### src/common/cpuPkg.sv
// Core Shared Definitions
package cpuPkg;

    //////////////////////////////
    // Widths and queue sizing
    //////////////////////////////

    typedef logic [31:0] word_t;
    typedef logic [4:0]  regAddr_t;

    localparam int QueueDepth    = 4;
    localparam int QueuePtrWidth = 2;

    //////////////////////////////
    // Instruction encodings
    //////////////////////////////

    typedef enum logic [5:0] {
        RTYPE = 6'b000000,
        J     = 6'b000010,
        JAL   = 6'b000011,
        BEQ   = 6'b000100,
        BNE   = 6'b000101,
        ADDI  = 6'b001000,
        ADDIU = 6'b001001,
        SLTI  = 6'b001010,
        SLTIU = 6'b001011,
        ANDI  = 6'b001100,
        ORI   = 6'b001101,
        XORI  = 6'b001110,
        LUI   = 6'b001111,
        LW    = 6'b100011,
        SW    = 6'b101011,
        LL    = 6'b110000,
        SC    = 6'b111000,
        HALT  = 6'b111111
    } opcode_t;

    typedef enum logic [5:0] {
        SLLV = 6'b000100,
        SRLV = 6'b000110,
        JR   = 6'b001000,
        ADD  = 6'b100000,
        ADDU = 6'b100001,
        SUB  = 6'b100010,
        SUBU = 6'b100011,
        AND  = 6'b100100,
        OR   = 6'b100101,
        XOR  = 6'b100110,
        NOR  = 6'b100111,
        SLT  = 6'b101010,
        SLTU = 6'b101011
    } funct_t;

    //////////////////////////////
    // Datapath controls
    //////////////////////////////

    typedef enum logic [3:0] {
        ALU_SLL,
        ALU_SRL,
        ALU_ADD,
        ALU_SUB,
        ALU_AND,
        ALU_OR,
        ALU_XOR,
        ALU_NOR,
        ALU_SLT,
        ALU_SLTU
    } aluOp_t;

    typedef enum logic [2:0] {
        NEXT,
        JUMP,
        JUMPR,
        BREQ,
        BRNE,
        KEEP
    } pcSrc_t;

endpackage

### src/hw/instrQueue.sv
// Instruction Queue
`timescale 1ns/1ps

module instrQueue import cpuPkg::*; (
    input  logic  CLK,
    input  logic  rst,
    input  logic  instrValid,
    output logic  instrReady,
    input  word_t instr,
    output logic  qValid,
    input  logic  qReady,
    output word_t qInstr
);

    word_t                    mem [QueueDepth];
    logic [QueuePtrWidth-1:0] wrPtr;
    logic [QueuePtrWidth-1:0] rdPtr;
    logic [QueuePtrWidth:0]   count;
    logic                     push;
    logic                     pop;

    assign instrReady = (count != QueueDepth); // Not full.
    assign qValid     = (count != 0);          // Not empty.
    assign qInstr     = mem[rdPtr];

    assign push = instrValid && instrReady;
    assign pop  = qValid && qReady;

    always_ff @(posedge CLK) begin
        if (push) begin
            mem[wrPtr] <= instr;
        end
    end

    always_ff @(posedge CLK) begin
        if (rst) begin
            wrPtr <= '0;
            rdPtr <= '0;
            count <= '0;
        end else begin
            if (push) begin
                wrPtr <= wrPtr + 1'b1; // Wraps at depth.
            end
            if (pop) begin
                rdPtr <= rdPtr + 1'b1;
            end
            case ({push, pop})
                2'b10:   count <= count + 1'b1;
                2'b01:   count <= count - 1'b1;
                default: count <= count;
            endcase
        end
    end

    // Occupancy always matches the pointer distance.
    assert property (@(posedge CLK) disable iff (rst)
        count[QueuePtrWidth-1:0] == wrPtr - rdPtr);

    assert property (@(posedge CLK) disable iff (rst)
        count <= QueueDepth);

endmodule

### src/core/controlUnit.sv
// Instruction Decoder
`timescale 1ns/1ps

module controlUnit import cpuPkg::*; (
    input  opcode_t opcode,
    input  funct_t  funct,
    output logic    regDst,
    output logic    regWr,
    output logic    memWr,
    output logic    memRd,
    output logic    memToReg,
    output logic    aluSrc,
    output logic    extOp,
    output logic    shiftUp,
    output logic    wrLinkReg,
    output logic    atomic,
    output logic    halt,
    output pcSrc_t  pcSrc,
    output aluOp_t  aluOp
);

    typedef enum logic [2:0] {
        GRP_SUB,
        GRP_OR,
        GRP_AND,
        GRP_XOR,
        GRP_RTYPE,
        GRP_ADD,
        GRP_SLT,
        GRP_SLTU
    } aluGroup_t;

    aluGroup_t aluGroup;

    //////////////////////////////
    // Opcode decode
    //////////////////////////////

    always_comb begin
        aluGroup  = GRP_SUB;
        regDst    = 1'b0;
        regWr     = 1'b0;
        memWr     = 1'b0;
        memRd     = 1'b0;
        memToReg  = 1'b0;
        aluSrc    = 1'b0;
        extOp     = 1'b0;
        shiftUp   = 1'b0;
        wrLinkReg = 1'b0;
        atomic    = 1'b0;
        halt      = 1'b0;
        pcSrc     = NEXT;
        case (opcode)
            RTYPE: begin
                aluGroup = GRP_RTYPE;
                if (funct == JR) begin
                    pcSrc = JUMPR;
                end else if (funct != 6'd0) begin
                    regDst = 1'b1; // Funct zero is a no-op.
                    regWr  = 1'b1;
                end
            end
            J: pcSrc = JUMP;
            JAL: begin
                wrLinkReg = 1'b1;
                regWr     = 1'b1;
                pcSrc     = JUMP;
            end
            BEQ, BNE: begin
                pcSrc = (opcode == BEQ) ? BREQ : BRNE;
                extOp = 1'b1;
            end
            ADDI, ADDIU, SLTI, SLTIU: begin
                aluGroup = (opcode == SLTI)  ? GRP_SLT  :
                           (opcode == SLTIU) ? GRP_SLTU : GRP_ADD;
                regWr    = 1'b1;
                aluSrc   = 1'b1;
                extOp    = 1'b1; // Signed immediate.
            end
            ANDI, ORI, XORI, LUI: begin
                aluGroup = (opcode == ANDI) ? GRP_AND :
                           (opcode == XORI) ? GRP_XOR : GRP_OR;
                regWr    = 1'b1;
                aluSrc   = 1'b1;
                shiftUp  = (opcode == LUI);
            end
            LW, LL: begin
                aluGroup = GRP_ADD;
                memRd    = 1'b1;
                regWr    = 1'b1;
                aluSrc   = 1'b1;
                memToReg = 1'b1;
                extOp    = 1'b1;
                atomic   = (opcode == LL);
            end
            SW, SC: begin
                aluGroup = GRP_ADD;
                memWr    = 1'b1;
                aluSrc   = 1'b1;
                extOp    = 1'b1;
                atomic   = (opcode == SC);
            end
            HALT: begin
                halt  = 1'b1;
                pcSrc = KEEP;
            end
            default: ;
        endcase
    end

    //////////////////////////////
    // ALU operation select
    //////////////////////////////

    always_comb begin
        aluOp = ALU_SUB;
        case (aluGroup)
            GRP_SUB:  aluOp = ALU_SUB;
            GRP_OR:   aluOp = ALU_OR;
            GRP_AND:  aluOp = ALU_AND;
            GRP_XOR:  aluOp = ALU_XOR;
            GRP_ADD:  aluOp = ALU_ADD;
            GRP_SLT:  aluOp = ALU_SLT;
            GRP_SLTU: aluOp = ALU_SLTU;
            GRP_RTYPE: begin
                case (funct)
                    SLLV:      aluOp = ALU_SLL;
                    SRLV:      aluOp = ALU_SRL;
                    ADD, ADDU: aluOp = ALU_ADD; // No overflow trap.
                    SUB, SUBU: aluOp = ALU_SUB;
                    AND:       aluOp = ALU_AND;
                    OR:        aluOp = ALU_OR;
                    XOR:       aluOp = ALU_XOR;
                    NOR:       aluOp = ALU_NOR;
                    SLT:       aluOp = ALU_SLT;
                    SLTU:      aluOp = ALU_SLTU;
                    default:   aluOp = ALU_SUB;
                endcase
            end
            default: aluOp = ALU_SUB;
        endcase
    end

endmodule

### src/core/aluUnit.sv
// Arithmetic Logic Unit
`timescale 1ns/1ps

module aluUnit import cpuPkg::*; (
    input  word_t  portA,
    input  word_t  portB,
    input  aluOp_t aluOp,
    output word_t  result
);

    logic [4:0] shamt;

    assign shamt = portA[4:0]; // Variable shifts take rs.

    always_comb begin
        case (aluOp)
            ALU_SLL:  result = portB << shamt;
            ALU_SRL:  result = portB >> shamt;
            ALU_ADD:  result = portA + portB;
            ALU_SUB:  result = portA - portB;
            ALU_AND:  result = portA & portB;
            ALU_OR:   result = portA | portB;
            ALU_XOR:  result = portA ^ portB;
            ALU_NOR:  result = ~(portA | portB);
            ALU_SLT: begin
                result = ($signed(portA) < $signed(portB)) ? 32'd1 : 32'd0;
            end
            ALU_SLTU: begin
                result = (portA < portB) ? 32'd1 : 32'd0;
            end
            default:  result = '0;
        endcase
    end

endmodule

### src/core/regFile.sv
// Register File
`timescale 1ns/1ps

module regFile import cpuPkg::*; (
    input  logic     CLK,
    input  logic     rst,
    input  logic     wrEn,
    input  regAddr_t wrAddr,
    input  word_t    wrData,
    input  regAddr_t rdAddrA,
    input  regAddr_t rdAddrB,
    output word_t    rdDataA,
    output word_t    rdDataB
);

    word_t regs [32];

    always_ff @(posedge CLK) begin
        if (rst) begin
            for (int i = 0; i < 32; i++) begin
                regs[i] <= '0;
            end
        end else if (wrEn && (wrAddr != '0)) begin
            regs[wrAddr] <= wrData; // Register zero never changes.
        end
    end

    assign rdDataA = (rdAddrA == '0) ? '0 : regs[rdAddrA];
    assign rdDataB = (rdAddrB == '0) ? '0 : regs[rdAddrB];

endmodule

### src/core/executeStage.sv
// Execute Stage
`timescale 1ns/1ps

module executeStage import cpuPkg::*; (
    input  logic     CLK,
    input  logic     rst,
    input  logic     qValid,
    output logic     qReady,
    input  word_t    qInstr,
    output logic     wbValid,
    input  logic     wbReady,
    output regAddr_t wbReg,
    output word_t    wbData,
    output logic     halted
);

    opcode_t  opcode;
    funct_t   funct;
    regAddr_t rs;
    regAddr_t rt;
    regAddr_t rd;
    regAddr_t rdAddrA;
    regAddr_t destReg;
    word_t    immVal;
    word_t    rdDataA;
    word_t    rdDataB;
    word_t    portB;
    word_t    aluResult;
    logic     regDst, regWr, memWr, memRd, memToReg, aluSrc;
    logic     extOp, shiftUp, wrLinkReg, atomic, halt;
    pcSrc_t   pcSrc;
    aluOp_t   aluOp;
    logic     noEffect;
    logic     doWrite;
    logic     accept;

    //////////////////////////////
    // Decode and operands
    //////////////////////////////

    assign opcode = opcode_t'(qInstr[31:26]);
    assign funct  = funct_t'(qInstr[5:0]);
    assign rs     = qInstr[25:21];
    assign rt     = qInstr[20:16];
    assign rd     = qInstr[15:11];

    always_comb begin
        if (shiftUp) begin
            immVal = {qInstr[15:0], 16'h0000};
        end else if (extOp) begin
            immVal = {{16{qInstr[15]}}, qInstr[15:0]};
        end else begin
            immVal = {16'h0000, qInstr[15:0]};
        end
    end

    assign rdAddrA = shiftUp ? '0 : rs; // LUI ORs with register zero.
    assign portB   = aluSrc ? immVal : rdDataB;
    assign destReg = regDst ? rd : rt;

    controlUnit u_control (
        .opcode, .funct, .regDst, .regWr, .memWr, .memRd, .memToReg, .aluSrc,
        .extOp, .shiftUp, .wrLinkReg, .atomic, .halt, .pcSrc, .aluOp
    );

    regFile u_regs (
        .CLK, .rst, .wrEn(accept && doWrite), .wrAddr(destReg), .wrData(aluResult),
        .rdAddrA, .rdAddrB(rt), .rdDataA, .rdDataB
    );

    aluUnit u_alu (.portA(rdDataA), .portB, .aluOp, .result(aluResult));

    //////////////////////////////
    // Retire and writeback
    //////////////////////////////

    // No PC and no data memory, so these retire silently.
    assign noEffect = memRd || memWr || memToReg || atomic || wrLinkReg || (pcSrc != NEXT);
    assign doWrite  = regWr && !noEffect && (destReg != '0);

    assign qReady = !halted && (!wbValid || wbReady);
    assign accept = qValid && qReady;

    always_ff @(posedge CLK) begin
        if (rst) begin
            wbValid <= 1'b0;
            halted  <= 1'b0;
        end else begin
            if (accept && doWrite) begin
                wbValid <= 1'b1;
            end else if (wbReady) begin
                wbValid <= 1'b0; // Drained.
            end
            if (accept && halt) begin
                halted <= 1'b1;
            end
        end
    end

    always_ff @(posedge CLK) begin
        if (accept && doWrite) begin
            wbReg  <= destReg;
            wbData <= aluResult;
        end
    end

    assert property (@(posedge CLK) disable iff (rst)
        (wbValid && !wbReady) |=> wbValid && $stable(wbReg) && $stable(wbData));

endmodule

### src/hw/miniCore.sv
// Mini Execute Core
`timescale 1ns/1ps

module miniCore import cpuPkg::*; (
    input  logic     CLK,
    input  logic     rst,
    input  logic     instrValid,
    output logic     instrReady,
    input  word_t    instr,
    output logic     wbValid,
    input  logic     wbReady,
    output regAddr_t wbReg,
    output word_t    wbData,
    output logic     halted
);

    logic  qValid;
    logic  qReady;
    word_t qInstr;

    instrQueue u_queue (
        .CLK        (CLK),
        .rst        (rst),
        .instrValid (instrValid),
        .instrReady (instrReady),
        .instr      (instr),
        .qValid     (qValid),
        .qReady     (qReady),
        .qInstr     (qInstr)
    );

    executeStage u_exec (
        .CLK     (CLK),
        .rst     (rst),
        .qValid  (qValid),
        .qReady  (qReady),
        .qInstr  (qInstr),
        .wbValid (wbValid),
        .wbReady (wbReady),
        .wbReg   (wbReg),
        .wbData  (wbData),
        .halted  (halted)
    );

endmodule

### config.mk
export PLATFORM = sky130hd
export DESIGN_NAME = miniCore
export DESIGN_NICKNAME = d
export VERILOG_FILES = /design/src/common/cpuPkg.sv /design/src/hw/instrQueue.sv /design/src/core/controlUnit.sv /design/src/core/aluUnit.sv /design/src/core/regFile.sv /design/src/core/executeStage.sv /design/src/hw/miniCore.sv
export SDC_FILE = /design/constraint.sdc
export NUM_CORES = 2
export LEC_CHECK = 0
export BUFFER_PORTS_ARGS = -buffer_cell sky130_fd_sc_hd__buf_2
export CAP_MARGIN = 40
export CORE_ASPECT_RATIO = 1.75
export CORE_MARGIN = 10
export CORE_UTILIZATION = 55
export DETAILED_ROUTE_END_ITERATION = 12
export GPL_TIMING_DRIVEN = 0
export PLACE_DENSITY = 0.77
export SYNTH_ARGS = -nofsm -noshare
export SYNTH_HDL_FRONTEND = slang
export SYNTH_SLANG_ARGS = --single-unit
### constraint.sdc
create_clock -name CLK -period 11.3 [get_ports CLK]
set_clock_uncertainty 0.1 [all_clocks]
set_input_delay 1.13 -clock CLK [delete_from_list [all_inputs] [get_ports CLK]]
set_output_delay 1.13 -clock CLK [all_outputs]
set_load 0.005 [all_outputs]
==> out/qor.yml, run 1 <==
grt:
  grt_pass1_vias: 81929
  grt_first_pass_wirelength_mm: 800
  grt-ovfl-total: 2087
  grt.total_usage_pct: 76.7
  grt_max_degree: 33
outcome:
  first-error: "[ERROR GRT-0116] Global routing finished with congestion. Check the congestion regions in the DRC Viewer."
  status: "aborted with a tool error"
  lastStage: "5_1_grt"
clock_network:
  postCtsHoldBufs: 0
  h-tree-depth: 3
  cts.sinks: 1200
  post_cts_resized: 10
  root_buffer: "clkbuf_16"
  clockBufferDepth: 3
  cts_setup_buffers: 0
  cts_buffers: 109
placed_design:
  routabilityCongestion: 1.30
  port_buffers: 75
  place_hpwl_mm: 348
synth:
  synth_edf_count: 1189
  synth_warnings: 0
  synthDistinctLibCells: 109
  synth_top_family_by_area: "simple AND/OR/NAND/NOR gates"
  synth_seq_area_share_pct: 50.1
  synth_xor_area_share_pct: 0.538
  synthAdderAreaFrac_pct: 2.13
  synth.area.mux_share_pct: 14.3
  synth_simple_gate_area_share_pct: 14.4
  ys_ff_latch: 1200
  synth_ff_type: "edfxtp_1"
  postSynthAreaPerCell_um2: 10.5
  synth_compound_area_share_pct: 13.7
  netlist_instances: 6826
  syn_area_mm2: 0.0717
  async_flop_share_pct: 0
floorplanning:
  fp.dieH_um: 497
  die_w_um: 293
  fp-row-count: 175
  start_util_pct: 55.3
  ios: 76
==> logic make-up after synthesis <==
logic type                 count (synthesis)
AOI/OAI and AO/OA                       1345
xor gates and xnor gates                  44
adders and majority gates                120
buffers and inverters                    780
DFF                                     1200
muxes                                    947
other                                      1
and+or+nand+nor                         2389
==> through the flow <==
| step | std cells | setup slack, ns | area (um2) | hold slack (ns) | util, % |
|---|---|---|---|---|---|
| floorplan | 6857 | 4.41 | 71800 | 0.369 | - |
| CTS | 9092 | 0.0528 | 81700 | 0.428 | 63.1 |
| global placement | 8613 | -2.36 | 74300 | 0.382 | 57.3 |
| detailed placement | 8891 | -0.706 | 77900 | 0.407 | 60.1 |
==> Yosys cell counts (58+ instances only) <==
library cell	count	area, um2
mux2i_1	740	7410
a31oi_1	105	657
o211ai_1	168	1260
buf_2	176	881
o221ai_1	93	815
edfxtp_1	1189	35700
clkbuf_1	362	1360
inv_1	131	492
nor2_1	1088	4080
o21ai_0	130	651
mux2_2	135	1520
a211oi_1	58	435
ha_1	117	1460
a221oi_1	70	613
a21oi_1	257	1290
nand2_1	688	2580
nor2b_1	83	519
a22oi_1	90	676
nand3_1	231	1160
==> per-layer routing <==
| layer | track usage, % | overflow |
|---|---|---|
| met5 | 40.2 | 24 |
| met1 | 74.2 | 53 |
| met4 | 77.8 | 673 |
| met3 | 65.2 | 54 |
| met2 | 91.0 | 1283 |
==> inputs of run 2 (changes only) <==
Settings changed: CORE_ASPECT_RATIO 1.75 to default, CORE_UTILIZATION 55 to 40, PLACE_DENSITY 0.77 to default, PLACE_DENSITY_LB_ADDON from default to 0.15.
==> run 2 against run 1 <==
  * Synthesized cell count unchanged
  * The flow now finishes, with violations (setup timing)
  * Area after synthesis unchanged
==> out/qor.yml, run 2 <==
grt:
  grt-ovfl-total: 0
  grt_pass1_vias: 64361
  grt_max_degree: 33
  antenna_found_initial: 58
  grt_first_pass_wirelength_mm: 628
  grt.total_usage_pct: 47.8
sta:
  hold_viol_final: 0
  rsz0062_at_grt: "no"
  maxSlewHeadroom_pct: 11.5
  min_period_ns: 11.53
  fin_crit_sh_pct: 102
  timing.final.ws_setup_ns: -0.233
  drv_slew: 0
  setup_viol: 39
  max_freq_ghz: 0.0867
  whs_ns: 0.392
  worstMarginPinSlew_ns: 1.33
clock_network:
  postCtsHoldBufs: 0  # unchanged
  clock_latency_ns: 0.88
  cts_buffers: 140  # was 109
  cts.sinks: 1200  # unchanged
  cts_tree: "yes"
  h-tree-depth: 4  # was 3
  root_buffer: "clkbuf_16"  # unchanged
  clk_pin_slew_worst_paths_ns: 0.06
  clockBufferDepth: 3  # unchanged
routing:
  drt_iter0_markers: 13202
  drtAntennaViolNets: 0
  num_vias: 70565
  top_layer_used: "met5"
  wl_met1_mm: 167
  dr_wl_met3_mm: 73.0
  drt_pre_antenna_iters: 9
  drc: 0
  wirelength_mm: 490
  met2_length_mm: 199
  wire_per_inst_um: 49.2
  via_per_inst: 7.08
synth:
  ys_ff_latch: 1200  # unchanged
  postSynthAreaPerCell_um2: 10.5  # unchanged
  syn_area_mm2: 0.0717  # unchanged
  async_flop_share_pct: 0  # unchanged
  synth_seq_area_share_pct: 50.1  # unchanged
  synth_top_area_cell: "edfxtp_1"  # unchanged
  synth_most_common_cell: "edfxtp_1"  # unchanged
  synth_warnings: 0  # unchanged
  synth_ff_type: "edfxtp_1"  # unchanged
  netlist_instances: 6826  # unchanged
  synth_top_area_share_pct: 49.8  # unchanged
  synth_common_cells: "1,189 x edfxtp_1, 1,088 x nor2_1, 740 x mux2i_1"  # unchanged
  synthDistinctLibCells: 109  # unchanged
  ys_top_cells_by_area: "edfxtp_1 50%, mux2i_1 10%, nor2_1 5.7%, nand2_1 3.6%, mux2_2 2.1%"  # unchanged
  synth_edf_count: 1189  # unchanged
finish:
  largest_registers: "u_exec.u_regs.regs: 1024 flops, u_queue.mem: 128 flops, u_exec.wbData: 32 flops"
  final_common_cell: "edfxtp_1"
  area_delta_synth_final_pct: 18.4
  fill_cells: 16627
  final_cell_mix: "1,189 x edfxtp_1, 1,085 x nor2_1, 734 x mux2i_1"
  fin_nets: 7597
  layout-drive-gt1-share_pct: 16.7
  largest_register_ffs: 1024
  top_register: "u_exec.u_regs.regs"
critical_path:
  cp_common_cell: "clkbuf_1"
  cp.required_ns: 11.79
  end_kind: "flop"
  crit_arrival_ns: 12.02
  worst-setup-path-type: "flop to flop"
  start_kind: "flop"
  cp_slowest_stage_delay_ns: 0.87
  cp_slowest_cell: "a211oi_1"
  crit_path_max_fanout: 10
placed_design:
  place_hpwl_mm: 371  # was 348 mm
  port_buffers: 75  # unchanged
  routabilityCongestion: 1.10  # was 1.30
outcome:
  violations: "setup timing"
  status: "finished with violations"  # was aborted with a tool error
floorplanning:
  fp-row-count: 155  # was 175
  coreArea_mm2: 0.178
  die_w_um: 443  # was 293 um
  die-area_mm2: 0.196
  start_util_pct: 40.2  # was 55.3%
  ios: 76  # unchanged
  fp.dieH_um: 443  # was 497 um
run:
  max_cap_violations: 0
worst_hold_path:
  hp-class: "input port to flop"
-- run 2: worst max-delay path, delay by kind of cell, from the launching register on --
kind | cells | cell delay [ns]
flip-flops | 1 | 0.32
multiplexers | 1 | 0.57
AND/OR/NAND/NOR | 7 | 2.58
AO/OA/AOI/OAI | 9 | 3.30
adder cells (fa/ha/maj) | 1 | 0.34
buffers and inverters | 11 | 3.79
XOR/XNOR | 1 | 0.18
-- run 2: area by class of cell --
class	count	area (um2)	share of cell area (%)
timing repair buffer	443	5030	5.93
antenna	53	133	0.156
buffer	621	2900	3.42
inverter	158	593	0.699
tap	2355	2950	3.47
sequential	1200	35900	42.3
clock inverter	90	1160	1.37
clock buffer	164	3610	4.26
multi-input combinational	4877	32600	38.4
-- run 2: what timing repair did --
item                                    4_1_cts  5_1_grt
cloned                                        0        0
resized for setup                             0        8
buffers inserted                              0        1
endpoints found under the setup margin       18       24
-- run 2: final timing paths --
path,startpoint,end,slack [ns],depth (start not counted)
setup / recovery,flop,u_exec.u_regs.regs[11][31],-0.23,30
hold / removal,instr[20],u_queue.mem[1][20],0.39,1
hold reg to reg,u_queue.wrPtr[1],u_queue.wrPtr[1],0.42,2
setup reg to reg,flop,u_exec.u_regs.regs[11][31],-0.23,30
-- run 2: per-stage QoR --
stage | cell area, um2 | instances | worst slack, ns | utilization [%] | TNS (ns)
floorplan | 71800 | 6857 | 4.41 | - | 0
global placement | 75100 | 9287 | -2.57 | 42.1 | -906.41
detailed placement | 79800 | 9638 | -0.00239 | 44.8 | -0.00239
CTS | 84500 | 9891 | 0.296 | 47.4 | 0
global route | 84800 | 9917 | 0.0338 | 47.6 | 0
finish | 84900 | 9961 | -0.233 | 47.6 | -3.71
-- run 2: cells by family (layout without fill, tap and decap cells) --
kind of cell	Yosys count	in the layout	synth area share (%)
buffers and inverters	780	1476	4.83
XOR/XNOR	44	44	0.538
flip-flops	1200	1200	50.1
other	1	85	0.00523
adder cells (fa/ha/maj)	120	120	2.13
AO/OA/AOI/OAI	1345	1345	13.7
AND/OR/NAND/NOR	2389	2389	14.4
multiplexers	947	947	14.3
-- run 2: per-layer routing --
layer	up-vias	GRT usage, %
li1	26595	-
met1	34876	54.6
met2	6994	68.1
met3	2078	22.7
met4	22	38.2
met5	-	0.268
Power of run 2 is not shown: default switching activity piles up to over one toggle a cycle in this logic, so the estimate is an artifact.
